===== config.mk =====
export PLATFORM = sky130hd
export DESIGN_NAME = cyclic_bram
export DESIGN_NICKNAME = d
export VERILOG_FILES = /design/src/source/cyclic_bram_pkg.sv /design/src/source/bram_if.sv /design/src/source/bram_sdp.sv /design/src/source/cyclic_addr_ctrl.sv /design/src/source/cyclic_bram.sv /design/src/source/n_delay.sv /design/src/source/sync_fifo.sv
export SDC_FILE = /design/constraint.sdc
export NUM_CORES = 1
export LEC_CHECK = 0
export ABC_AREA = 1
export BUFFER_PORTS_ARGS = -buffer_cell sky130_fd_sc_hd__buf_2
export CAP_MARGIN = 20
export CORE_AREA = 4 4 142 144
export DETAILED_ROUTE_END_ITERATION = 8
export DIE_AREA = 0 0 146 148
export PLACE_DENSITY = 0.67
export SLEW_MARGIN = 20
export SYNTH_ARGS = -nofsm -noshare
export SYNTH_HDL_FRONTEND = slang
export SYNTH_SLANG_ARGS = --single-unit

===== constraint.sdc =====
create_clock -name clk -period 2.46 [get_ports clk]
set_input_delay 0.492 -clock clk [delete_from_list [all_inputs] [get_ports clk]]
set_output_delay 0.492 -clock clk [all_outputs]
set_load 0.02 [all_outputs]

===== src/source/cyclic_bram_pkg.sv =====
// package cyclic_bram_pkg: weight word and RAM address types, default buffer sizes.

package cyclic_bram_pkg;

  // one weight word as it is stored and streamed.
  typedef logic [7:0] word_t;

  // address width, enough for up to 1024 words.
  localparam int ADDR_W = 10;

  // word address into the weight RAM.
  typedef logic [ADDR_W-1:0] addr_t;

  // default RAM depth in words.
  localparam int DEPTH_DEFAULT = 16;

  // default read latency of the RAM in cycles.
  localparam int LATENCY_DEFAULT = 3;

endpackage


===== src/source/bram_if.sv =====
// interface bram_if: RAM write and read ports, with ctrl and mem modports.

interface bram_if
  import cyclic_bram_pkg::*;
();

  // write port.
  logic  wr_en;
  addr_t wr_addr;
  word_t wr_data;

  // read port.
  logic  rd_en;
  addr_t rd_addr;
  word_t rd_data;

  // address controller side.
  modport ctrl (
    output wr_en,
    output wr_addr,
    output wr_data,
    output rd_en,
    output rd_addr,
    input  rd_data
  );

  // memory side.
  modport mem (
    input  wr_en,
    input  wr_addr,
    input  wr_data,
    input  rd_en,
    input  rd_addr,
    output rd_data
  );

endinterface


===== src/source/bram_sdp.sv =====
// module bram_sdp: simple dual-port RAM with a LATENCY-stage pipelined read output.

module bram_sdp
  import cyclic_bram_pkg::*;
#(
  parameter int DEPTH   = DEPTH_DEFAULT,
  parameter int LATENCY = LATENCY_DEFAULT
) (
  input  logic clk,
  input  logic arst_n,
  input  logic clken,
  bram_if.mem  bram
);

  // index bits actually needed for the array.
  localparam int IDX_W = (DEPTH > 1) ? $clog2(DEPTH) : 1;

  word_t mem [DEPTH];

  // read output chain, stage 0 is loaded from the array.
  word_t [LATENCY-1:0] pipe;

  // synchronous write, the enable already carries clken.
  always_ff @(posedge clk) begin
    if (bram.wr_en) begin
      mem[bram.wr_addr[IDX_W-1:0]] <= bram.wr_data;
    end
  end

  // the chain only moves while clken is high.
  always_ff @(posedge clk or negedge arst_n) begin
    if (!arst_n) begin
      pipe <= '0;
    end else if (clken) begin
      for (int i = LATENCY - 1; i > 0; i--) begin
        pipe[i] <= pipe[i-1];
      end
      // stage 0 holds when nothing is requested.
      if (bram.rd_en) begin
        pipe[0] <= mem[bram.rd_addr[IDX_W-1:0]];
      end
    end
  end

  assign bram.rd_data = pipe[LATENCY-1];

endmodule


===== src/source/cyclic_addr_ctrl.sv =====
// module cyclic_addr_ctrl: cyclic write and read address counters driving the RAM ports.

module cyclic_addr_ctrl
  import cyclic_bram_pkg::*;
#(
  parameter int DEPTH = DEPTH_DEFAULT
) (
  input  logic  clk,
  input  logic  arst_n,
  input  logic  clken,
  input  logic  w_en,
  input  logic  r_en,
  input  word_t s_data,
  input  addr_t w_addr_max,
  input  addr_t r_addr_min,
  input  addr_t r_addr_max,
  bram_if.ctrl  bram
);

  // highest address that exists in the array.
  localparam addr_t LAST_ADDR = addr_t'(DEPTH - 1);

  addr_t w_addr;
  addr_t w_addr_next;
  addr_t r_addr;
  addr_t r_addr_next;
  logic  w_last;
  logic  r_last;
  logic  w_fire;
  logic  r_fire;

  // accesses only count while the block is enabled.
  assign w_fire = clken & w_en;
  assign r_fire = clken & r_en;

  // write side wraps to zero at the programmed max.
  // the array end also forces a wrap, so a bad max cannot run off the RAM.
  assign w_last      = (w_addr == w_addr_max) || (w_addr == LAST_ADDR);
  assign w_addr_next = w_last ? '0 : w_addr + 1'b1;

  // read side wraps back to the programmed min.
  assign r_last      = (r_addr == r_addr_max) || (r_addr == LAST_ADDR);
  assign r_addr_next = r_last ? r_addr_min : r_addr + 1'b1;

  always_ff @(posedge clk or negedge arst_n) begin
    if (!arst_n) begin
      w_addr <= '0;
    end else if (w_fire) begin
      w_addr <= w_addr_next;
    end
  end

  always_ff @(posedge clk or negedge arst_n) begin
    if (!arst_n) begin
      r_addr <= '0;
    end else if (r_fire) begin
      r_addr <= r_addr_next;
    end
  end

  // RAM write port.
  assign bram.wr_en   = w_fire;
  assign bram.wr_addr = w_addr;
  assign bram.wr_data = s_data;

  // RAM read port, the current address is the one read this cycle.
  assign bram.rd_en   = r_fire;
  assign bram.rd_addr = r_addr;

endmodule


===== src/source/cyclic_bram.sv =====
// module cyclic_bram: cyclic weight buffer top with address control, RAM, delay line and FIFO.

module cyclic_bram
  import cyclic_bram_pkg::*;
#(
  parameter int DEPTH   = DEPTH_DEFAULT,
  parameter int LATENCY = LATENCY_DEFAULT
) (
  input  logic  clk,
  input  logic  arst_n,
  input  logic  clken,
  input  logic  w_en,
  input  logic  r_en,
  input  word_t s_data,
  input  addr_t w_addr_max,
  input  addr_t r_addr_min,
  input  addr_t r_addr_max,
  output word_t m_data,
  output logic  m_valid,
  output logic  fifo_empty
);

  bram_if bram_bus ();

  logic rd_req;
  logic rd_back;
  logic fifo_pop;
  logic empty;

  // a read is only issued on an enabled edge.
  assign rd_req = clken & r_en;

  cyclic_addr_ctrl #(
    .DEPTH (DEPTH)
  ) i_ctrl (
    .clk        (clk),
    .arst_n     (arst_n),
    .clken      (clken),
    .w_en       (w_en),
    .r_en       (r_en),
    .s_data     (s_data),
    .w_addr_max (w_addr_max),
    .r_addr_min (r_addr_min),
    .r_addr_max (r_addr_max),
    .bram       (bram_bus.ctrl)
  );

  bram_sdp #(
    .DEPTH   (DEPTH),
    .LATENCY (LATENCY)
  ) i_bram (
    .clk    (clk),
    .arst_n (arst_n),
    .clken  (clken),
    .bram   (bram_bus.mem)
  );

  // follows each request down the RAM pipeline.
  n_delay #(
    .N (LATENCY)
  ) i_req_delay (
    .clk      (clk),
    .arst_n   (arst_n),
    .clken    (clken),
    .data_in  (rd_req),
    .data_out (rd_back)
  );

  // reader consumes the head whenever it asks and a word is there.
  assign fifo_pop = clken & r_en & ~empty;

  // one spare slot beyond the words in flight.
  sync_fifo #(
    .DEPTH (LATENCY + 1)
  ) i_fifo (
    .clk    (clk),
    .arst_n (arst_n),
    .clken  (clken),
    .push   (rd_back),
    .pop    (fifo_pop),
    .din    (bram_bus.rd_data),
    .dout   (m_data),
    .empty  (empty),
    .full   ()
  );

  assign m_valid    = ~empty;
  assign fifo_empty = empty;

endmodule


===== src/source/n_delay.sv =====
// module n_delay: clock-enabled N-stage shift chain for read request bits.

module n_delay #(
  parameter int N = 3
) (
  input  logic clk,
  input  logic arst_n,
  input  logic clken,
  input  logic data_in,
  output logic data_out
);

  logic [N-1:0] chain;

  // shifts one stage per enabled edge, matching the RAM read pipeline.
  always_ff @(posedge clk or negedge arst_n) begin
    if (!arst_n) begin
      chain <= '0;
    end else if (clken) begin
      chain[0] <= data_in;
      for (int i = 1; i < N; i++) begin
        chain[i] <= chain[i-1];
      end
    end
  end

  // high in the cycle the RAM output holds the requested word.
  assign data_out = chain[N-1];

endmodule


===== src/source/sync_fifo.sv =====
// module sync_fifo: first-word-fall-through FIFO with occupancy count, empty and full flags.

module sync_fifo
  import cyclic_bram_pkg::*;
#(
  parameter int DEPTH = LATENCY_DEFAULT + 1
) (
  input  logic  clk,
  input  logic  arst_n,
  input  logic  clken,
  input  logic  push,
  input  logic  pop,
  input  word_t din,
  output word_t dout,
  output logic  empty,
  output logic  full
);

  localparam int PTR_W = (DEPTH > 1) ? $clog2(DEPTH) : 1;
  localparam int CNT_W = $clog2(DEPTH + 1);
  localparam logic [PTR_W-1:0] PTR_LAST = PTR_W'(DEPTH - 1);

  word_t            mem [DEPTH];
  logic [PTR_W-1:0] wr_ptr;
  logic [PTR_W-1:0] rd_ptr;
  logic [CNT_W-1:0] count;
  logic             do_push;
  logic             do_pop;

  // pointer step with wrap, DEPTH need not be a power of two.
  function automatic logic [PTR_W-1:0] ptr_inc(input logic [PTR_W-1:0] ptr);
    return (ptr == PTR_LAST) ? '0 : ptr + 1'b1;
  endfunction

  assign empty = (count == '0);
  assign full  = (count == CNT_W'(DEPTH));

  // a full FIFO can still take a word when the head leaves on the same edge.
  assign do_pop  = clken & pop & ~empty;
  assign do_push = clken & push & (~full | do_pop);

  // head is always on the output.
  assign dout = mem[rd_ptr];

  always_ff @(posedge clk) begin
    if (do_push) begin
      mem[wr_ptr] <= din;
    end
  end

  always_ff @(posedge clk or negedge arst_n) begin
    if (!arst_n) begin
      wr_ptr <= '0;
      rd_ptr <= '0;
      count  <= '0;
    end else begin
      if (do_push) begin
        wr_ptr <= ptr_inc(wr_ptr);
      end
      if (do_pop) begin
        rd_ptr <= ptr_inc(rd_ptr);
      end
      // occupancy only changes when exactly one side moves.
      case ({do_push, do_pop})
        2'b10:   count <= count + 1'b1;
        2'b01:   count <= count - 1'b1;
        default: count <= count;
      endcase
    end
  end

endmodule


# == After elaboration in Yosys (flattened, before gate mapping) ==
# Memories as Yosys holds them, arrays and structs flattened. A register that Yosys moved wholly into a read port is not among the register bits.
# Cells that the tools add are included.
# classes
n_addsub,6
eq_ne,9
bitwise_logic,10
mux,9
n_reduce_logical,6
# op_table
cell,n
$add A10 B1 Y10 const B,2
$eq A10 B10 Y1,2
$eq A10 B4 Y1 const B,2
$mux W10,2
$and A1 B1 Y1,7
$eq A2 B2 Y1 const B,3
$pmux W3 S2,1
$add A2 B1 Y2 const B,2
$mux W1,4
$mux W2,2
$add A3 B1 Y3 const B,1
$eq A3 B3 Y1 const B,1
$logic_not A3 Y1,1
$sub A3 B1 Y3 const B,1
$eq A2 B1 Y1 const B,1
$logic_or A1 B1 Y1,2
$not A1 Y1,2
$reduce_and A2 Y1,1
$reduce_bool A2 Y1,1
$logic_not A1 Y1,1
$or A1 B1 Y1,1
# word_totals
output_inout_bits,10
input_bits,43
word_cells,50
memories,2
regBits,46
ramBits,160
# memory_table
memory,words,word_bits,rd,rd_clocked_by_memory_dff,write_ports,line_no,rtl
i_bram.mem,16,8,1,1,1,bram_sdp.sv:18,word_t mem [DEPTH];
i_fifo.mem,4,8,1,0,1,sync_fifo.sv:23,word_t mem [DEPTH];

# == Depth between registers and ports, before layout ==
# logic_depth
depth_word,9
ltp_mapped,11

# == Cells and area by module ==
# Synthesis repeated with hierarchy kept, for this count alone.
# hier_totals
hier_cells,997
hier_area_um2,9868.2
# modules_own_cells
module,instances,area_per_inst_um2,cells_each
bram_sdp,1,6222.2,551
sync_fifo,1,1811.7,159
cyclic_addr_ctrl,1,1704.1,270
n_delay,1,112.6,13
cyclic_bram,1,17.5,4

# == Worst setup path before layout ==
# Ideal clock, no wire load.
# synth_path
path_type,flip-flop to flip-flop
startpoint,register i_fifo.count[0]
endpoint,register i_fifo.count[2]
path_buffers,0
setup_time_ps,131
setup_slack_ps,403
arrival_ps,1926
synth_period_minus_slack_ps,2057
stages_incl_launch_ff,11
t_required_ps,2329
cell_sequence,dfrtp_1 nor2_1 nand2_1 inv_1 nor2_1 ha_1 inv_1 fa_1 a21oi_1 o21ai_0 xor2_1
# synth_between
elab_chain_len,9
# synth_rtl
element,line_no,rtl
"start, declared",sync_fifo.sv:26,logic [CNT_W-1:0] count;
"start signal, assigned",sync_fifo.sv:65,2'b10: count <= count + 1'b1;
"start signal, assigned",sync_fifo.sv:66,2'b01: count <= count - 1'b1;
"start signal, assigned",sync_fifo.sv:67,default: count <= count;
$logic_not A3 Y1 *,sync_fifo.sv:35,assign empty = (count == '0);
$not A1 Y1 *,--,
via m_valid,cyclic_bram.sv:19,"output logic m_valid,"
$and A1 B1 Y1,cyclic_bram.sv:70,assign fifo_pop = clken & r_en & ~empty;
$and A1 B1 Y1,sync_fifo.sv:39,assign do_pop = clken & pop & ~empty;
$and A1 B1 Y1 *,sync_fifo.sv:39,
via i_fifo.do_pop,sync_fifo.sv:28,logic do_pop;
$or A1 B1 Y1,sync_fifo.sv:40,assign do_push = clken & push & (~full | do_pop);
$and A1 B1 Y1,sync_fifo.sv:40,
$eq A2 B1 Y1 / $eq A2 B2 Y1 (equally long branches),sync_fifo.sv:64,"case ({do_push, do_pop})"
$pmux W3 S2 / $reduce_bool A2 Y1 (equally long branches),--,
# Mark *: on every way through the listed nets, which the timed path passes. The rest lies on a longest branch.
# A chain may end at the register's enable or synchronous reset.

# == Worst setup path after layout ==
# layout_path
startpoint,register i_fifo.rd_ptr[0]
endpoint,output m_data[5]
# layout_between
elab_chain_len,1
# layout_rtl
element,line_no,rtl
"start, declared",sync_fifo.sv:25,logic [PTR_W-1:0] rd_ptr;
"start signal, assigned",sync_fifo.sv:61,rd_ptr <= ptr_inc(rd_ptr);
$mem_v2 Z4 W8,--,
"end, declared",cyclic_bram.sv:18,"output word_t m_data,"
# Every way passes these cells.

==> summary.md <==
| Metric | Value |
|---|---|
| Outcome | finished, final reports clean |
| Post-route ant nets | 0 |
| Mapped Area | 9298 µm² |
| Warnings from Yosys | 0 |
| Clock buffer depth | 3 |
| Fmax achieved | 454.8 MHz |
| Layout cell share with drive strength beyond 1 | 12.97% |
| Final WL | 19,280 µm |
| M3 GR Usage | 2.790% |
| Unrepaired setup endpoints after global routing | no |
| Leak | 4.302 nW |
| Post-synthesis register bit count | 214 |
| Clock Skews | 0.009007 ns |
| R2r setup slk | 0.46 ns |
| Core area | 18,710 µm² |
| Global-route wire length before repair | 31,330 µm |
| H-Tree Depth | 1 |
| Number of synthesized flops with an enable pin | 160 |
| Reg2reg end | i_fifo.count[2] |
| Post-synth top flop | edfxtp_1 |
| Post-synth net total | 945 |
| Design Power | 10.53 mW |
| Die X | 146 µm |
| Fraction of registers with async set/reset | 25.23% |
| Cell Pwr Density | 993.0 nW/µm² |
| Die Area | 21,610 µm² |
| Number of global-route vias before repair | 6,117 |
| Post_cts resized | 0 |
| Die Height | 148 µm |
| CP Launch Type | flip-flop |
| Area occupied by multi-input gates | 2685 µm² |
| Crit path DAT | 1.71 ns |
| Most Crowded Layer GR | met2 |
| Setup Fix Bufs, Post-CTS | 0 |
| Cell row count | 50 |
| Slew @ Worst Pin | 0.6886 ns |
| Skew-Pair Late Insertion Delay | 0.48 ns |
| DRC | 0 |
| Critical Path Fanout Max | 17 |
| Routed WL per cell | 15.89 µm |
| Final net count | 1,020 |
| Slowest cell delay on critical path | 0.37 ns |
| Total number of vias | 6,335 |
| Fin util | 56.72% |
| Routed vias/inst | 5.223 |
| HPWL Detailed | 12,730 µm |
| CTS tree | built |
| Maxcap violations | 0 |
| Final-layout fill cell count | 1,543 |
| CTS buffer count | 21 |
| Hold crit path type | primary input to asynchronous set/reset pin |
| Clk slew on worst S/H paths | 0.06 ns |
| GR Util met2 | 29.94% |
| Maximum VDD drop | 0.3976 mV |
| Area grow syn2layout | 14.10% |
| IO Port Bufs | 52 |
| GRT met1 Usage | 24.54% |
| Synth cell types | 32 |
| Critical R2R Launch | i_fifo.count[0] |
| GRT Total Usage | 17.83% |
| Crit-path cells | inv_1, o21ai_0, o22ai_1, buf_2 |
| CP Capture Type | output pin |
| Worst R2R Path Depth | 9 |
| # IOs | 53 |
| Syn Area/Cell | 10.45 µm² |
| Post-synthesis cell count | 890 |
| Worst Setup SP | i_fifo.rd_ptr[0] |
| Iteration-0 DRC Markers | 489 |
| Inserted Diodes | 0 |
| Crit path time final | 2.199 ns |
| Final setup fails | 0 |
| Gpl congestion | 0.8160 |
| Sequential area share after synthesis | 66.21% |
| TNS Setup | 0 ns |
| Final Cycle Share | 89.38% |
| Worst Path Class, Setup | flip-flop to output pin |
| Largest net degree at the start of global routing | 67 |
| Flip-flop and latch area | 6157 µm² |
| Starting Density | 49.71% |
| Global route overflow | 0 |
| Final Hold Viols | 0 |
| Crit path required time | 1.97 ns |
| Clock sinks | 214 |
| Slew headroom | 54.09% |
| Initial antenna violation count | 0 |
| Root Buffer Master | clkbuf_16 |
| DRT Pass-1 Iters | 7 |
| Highest-delay cell along the critical path | dfrtp_1 |
| Final Slew Violations | 0 |
| # hold bufs at CTS | 0 |
cell type report:
cell class,count,share of cell area [%]
multi-input combinational,561,25.31
timing repair buffer,86,5.095
sequential,214,58.04
inverter,81,2.866
tap,234,2.760
clock inverter,15,0.9435
clock buffer,22,4.989
how the worst max path moves through the flow:
stage | depth (start not counted) | to | slack, ns
global route | 4 | m_data[0] | 0.11
floorplan | 10 | i_fifo.count[2] | 0.40
CTS | 4 | m_data[5] | 0.24
global placement | 10 | i_fifo.count[2] | 0.39
finish | 4 | m_data[5] | 0.26
detailed placement | 10 | i_fifo.count[2] | 0.35
synthesized netlist by cell type (2+ instances only):
| library cell | number | area share, % |
|---|---|---|
| o22ai_1 | 16 | 1.1 |
| nand3_1 | 63 | 3.4 |
| xor2_1 | 15 | 1.4 |
| o21ai_1 | 9 | 0.48 |
| o21ai_0 | 74 | 4.0 |
| nand4_1 | 3 | 0.20 |
| edfxtp_1 | 160 | 52 |
| inv_1 | 75 | 3.0 |
| xnor2_1 | 2 | 0.19 |
| nand2_1 | 169 | 6.8 |
| buf_2 | 11 | 0.59 |
| nor2_1 | 139 | 5.6 |
| clkbuf_1 | 18 | 0.73 |
| a21oi_1 | 34 | 1.8 |
| inv_2 | 5 | 0.20 |
| buf_1 | 3 | 0.12 |
| o211ai_1 | 16 | 1.3 |
| ha_1 | 11 | 1.5 |
| dfrtp_1 | 54 | 15 |
metrics by stage:
step / cell area, µm² / setup WS [ns] / instances / hold WS (ns)
floorplan: 9298 / 0.4032 / 890 / 0.1964
global placement: 9980 / 0.3892 / 1176 / 0.4726
detailed placement: 9980 / 0.3496 / 1176 / 0.4761
CTS: 10610 / 0.2416 / 1213 / 0.07030
global route: 10610 / 0.1057 / 1213 / 0.1081
finish: 10610 / 0.2614 / 1213 / 0.04884
cells by family (layout without fill, tap and decap cells):
logic type	after synthesis	count (layout)	share of synthesized area [%]
and+or+nand+nor	379	379	16.44
DFF	214	214	66.21
AOI/OAI and AO/OA	152	152	9.016
buffers and inverters	115	204	4.912
xor gates and xnor gates	17	17	1.601
adders and majority gates	12	12	1.696
muxes	1	1	0.1211
placed cells by master (no fill, tap or decap), types with 15 or more instances in the layout:
cell and n:
xor2_1 15, nand2_1 169, inv_1 75, edfxtp_1 160, clkbuf_16 21, o211ai_1 16, a21oi_1 34, o22ai_1 16
o21ai_0 74, buf_4 32, nand3_1 63, nor2_1 139, dfrtp_1 53, buf_2 52
worst max-delay path: cells and delay by family, from the launching register on:
family / cells / cell delay, ns
AOI/OAI and AO/OA: 2 / 0.31
buffers and inverters: 2 / 0.54
DFF: 1 / 0.37
routing by layer:
metal  vias to the layer above  part of all wire (%)
li1                       3164                     -
met1                      2986                    44
met2                       157                    49
met3                        28                   5.7
met4                         0                   1.9
met5                         -                     0
flip-flops by register name (all words and copies together), names as in the netlist:
name	cells
i_fifo.mem	32
i_ctrl.bram.rd_addr	10
i_bram.pipe	16
i_ctrl.bram.wr_addr	10
i_fifo.count	3
i_fifo.rd_ptr	2
i_req_delay.chain	3
i_fifo.wr_ptr	2
i_bram.mem	128
i_bram.bram.rd_data	8
power by group:
part	switching [mW]	leakage [nW]	internal, mW
Clock	1.26	0.303	1.66
Combinational	1.84	1.92	0.965
Sequential	0.393	2.08	4.41
(Power assumes the default switching activity.)
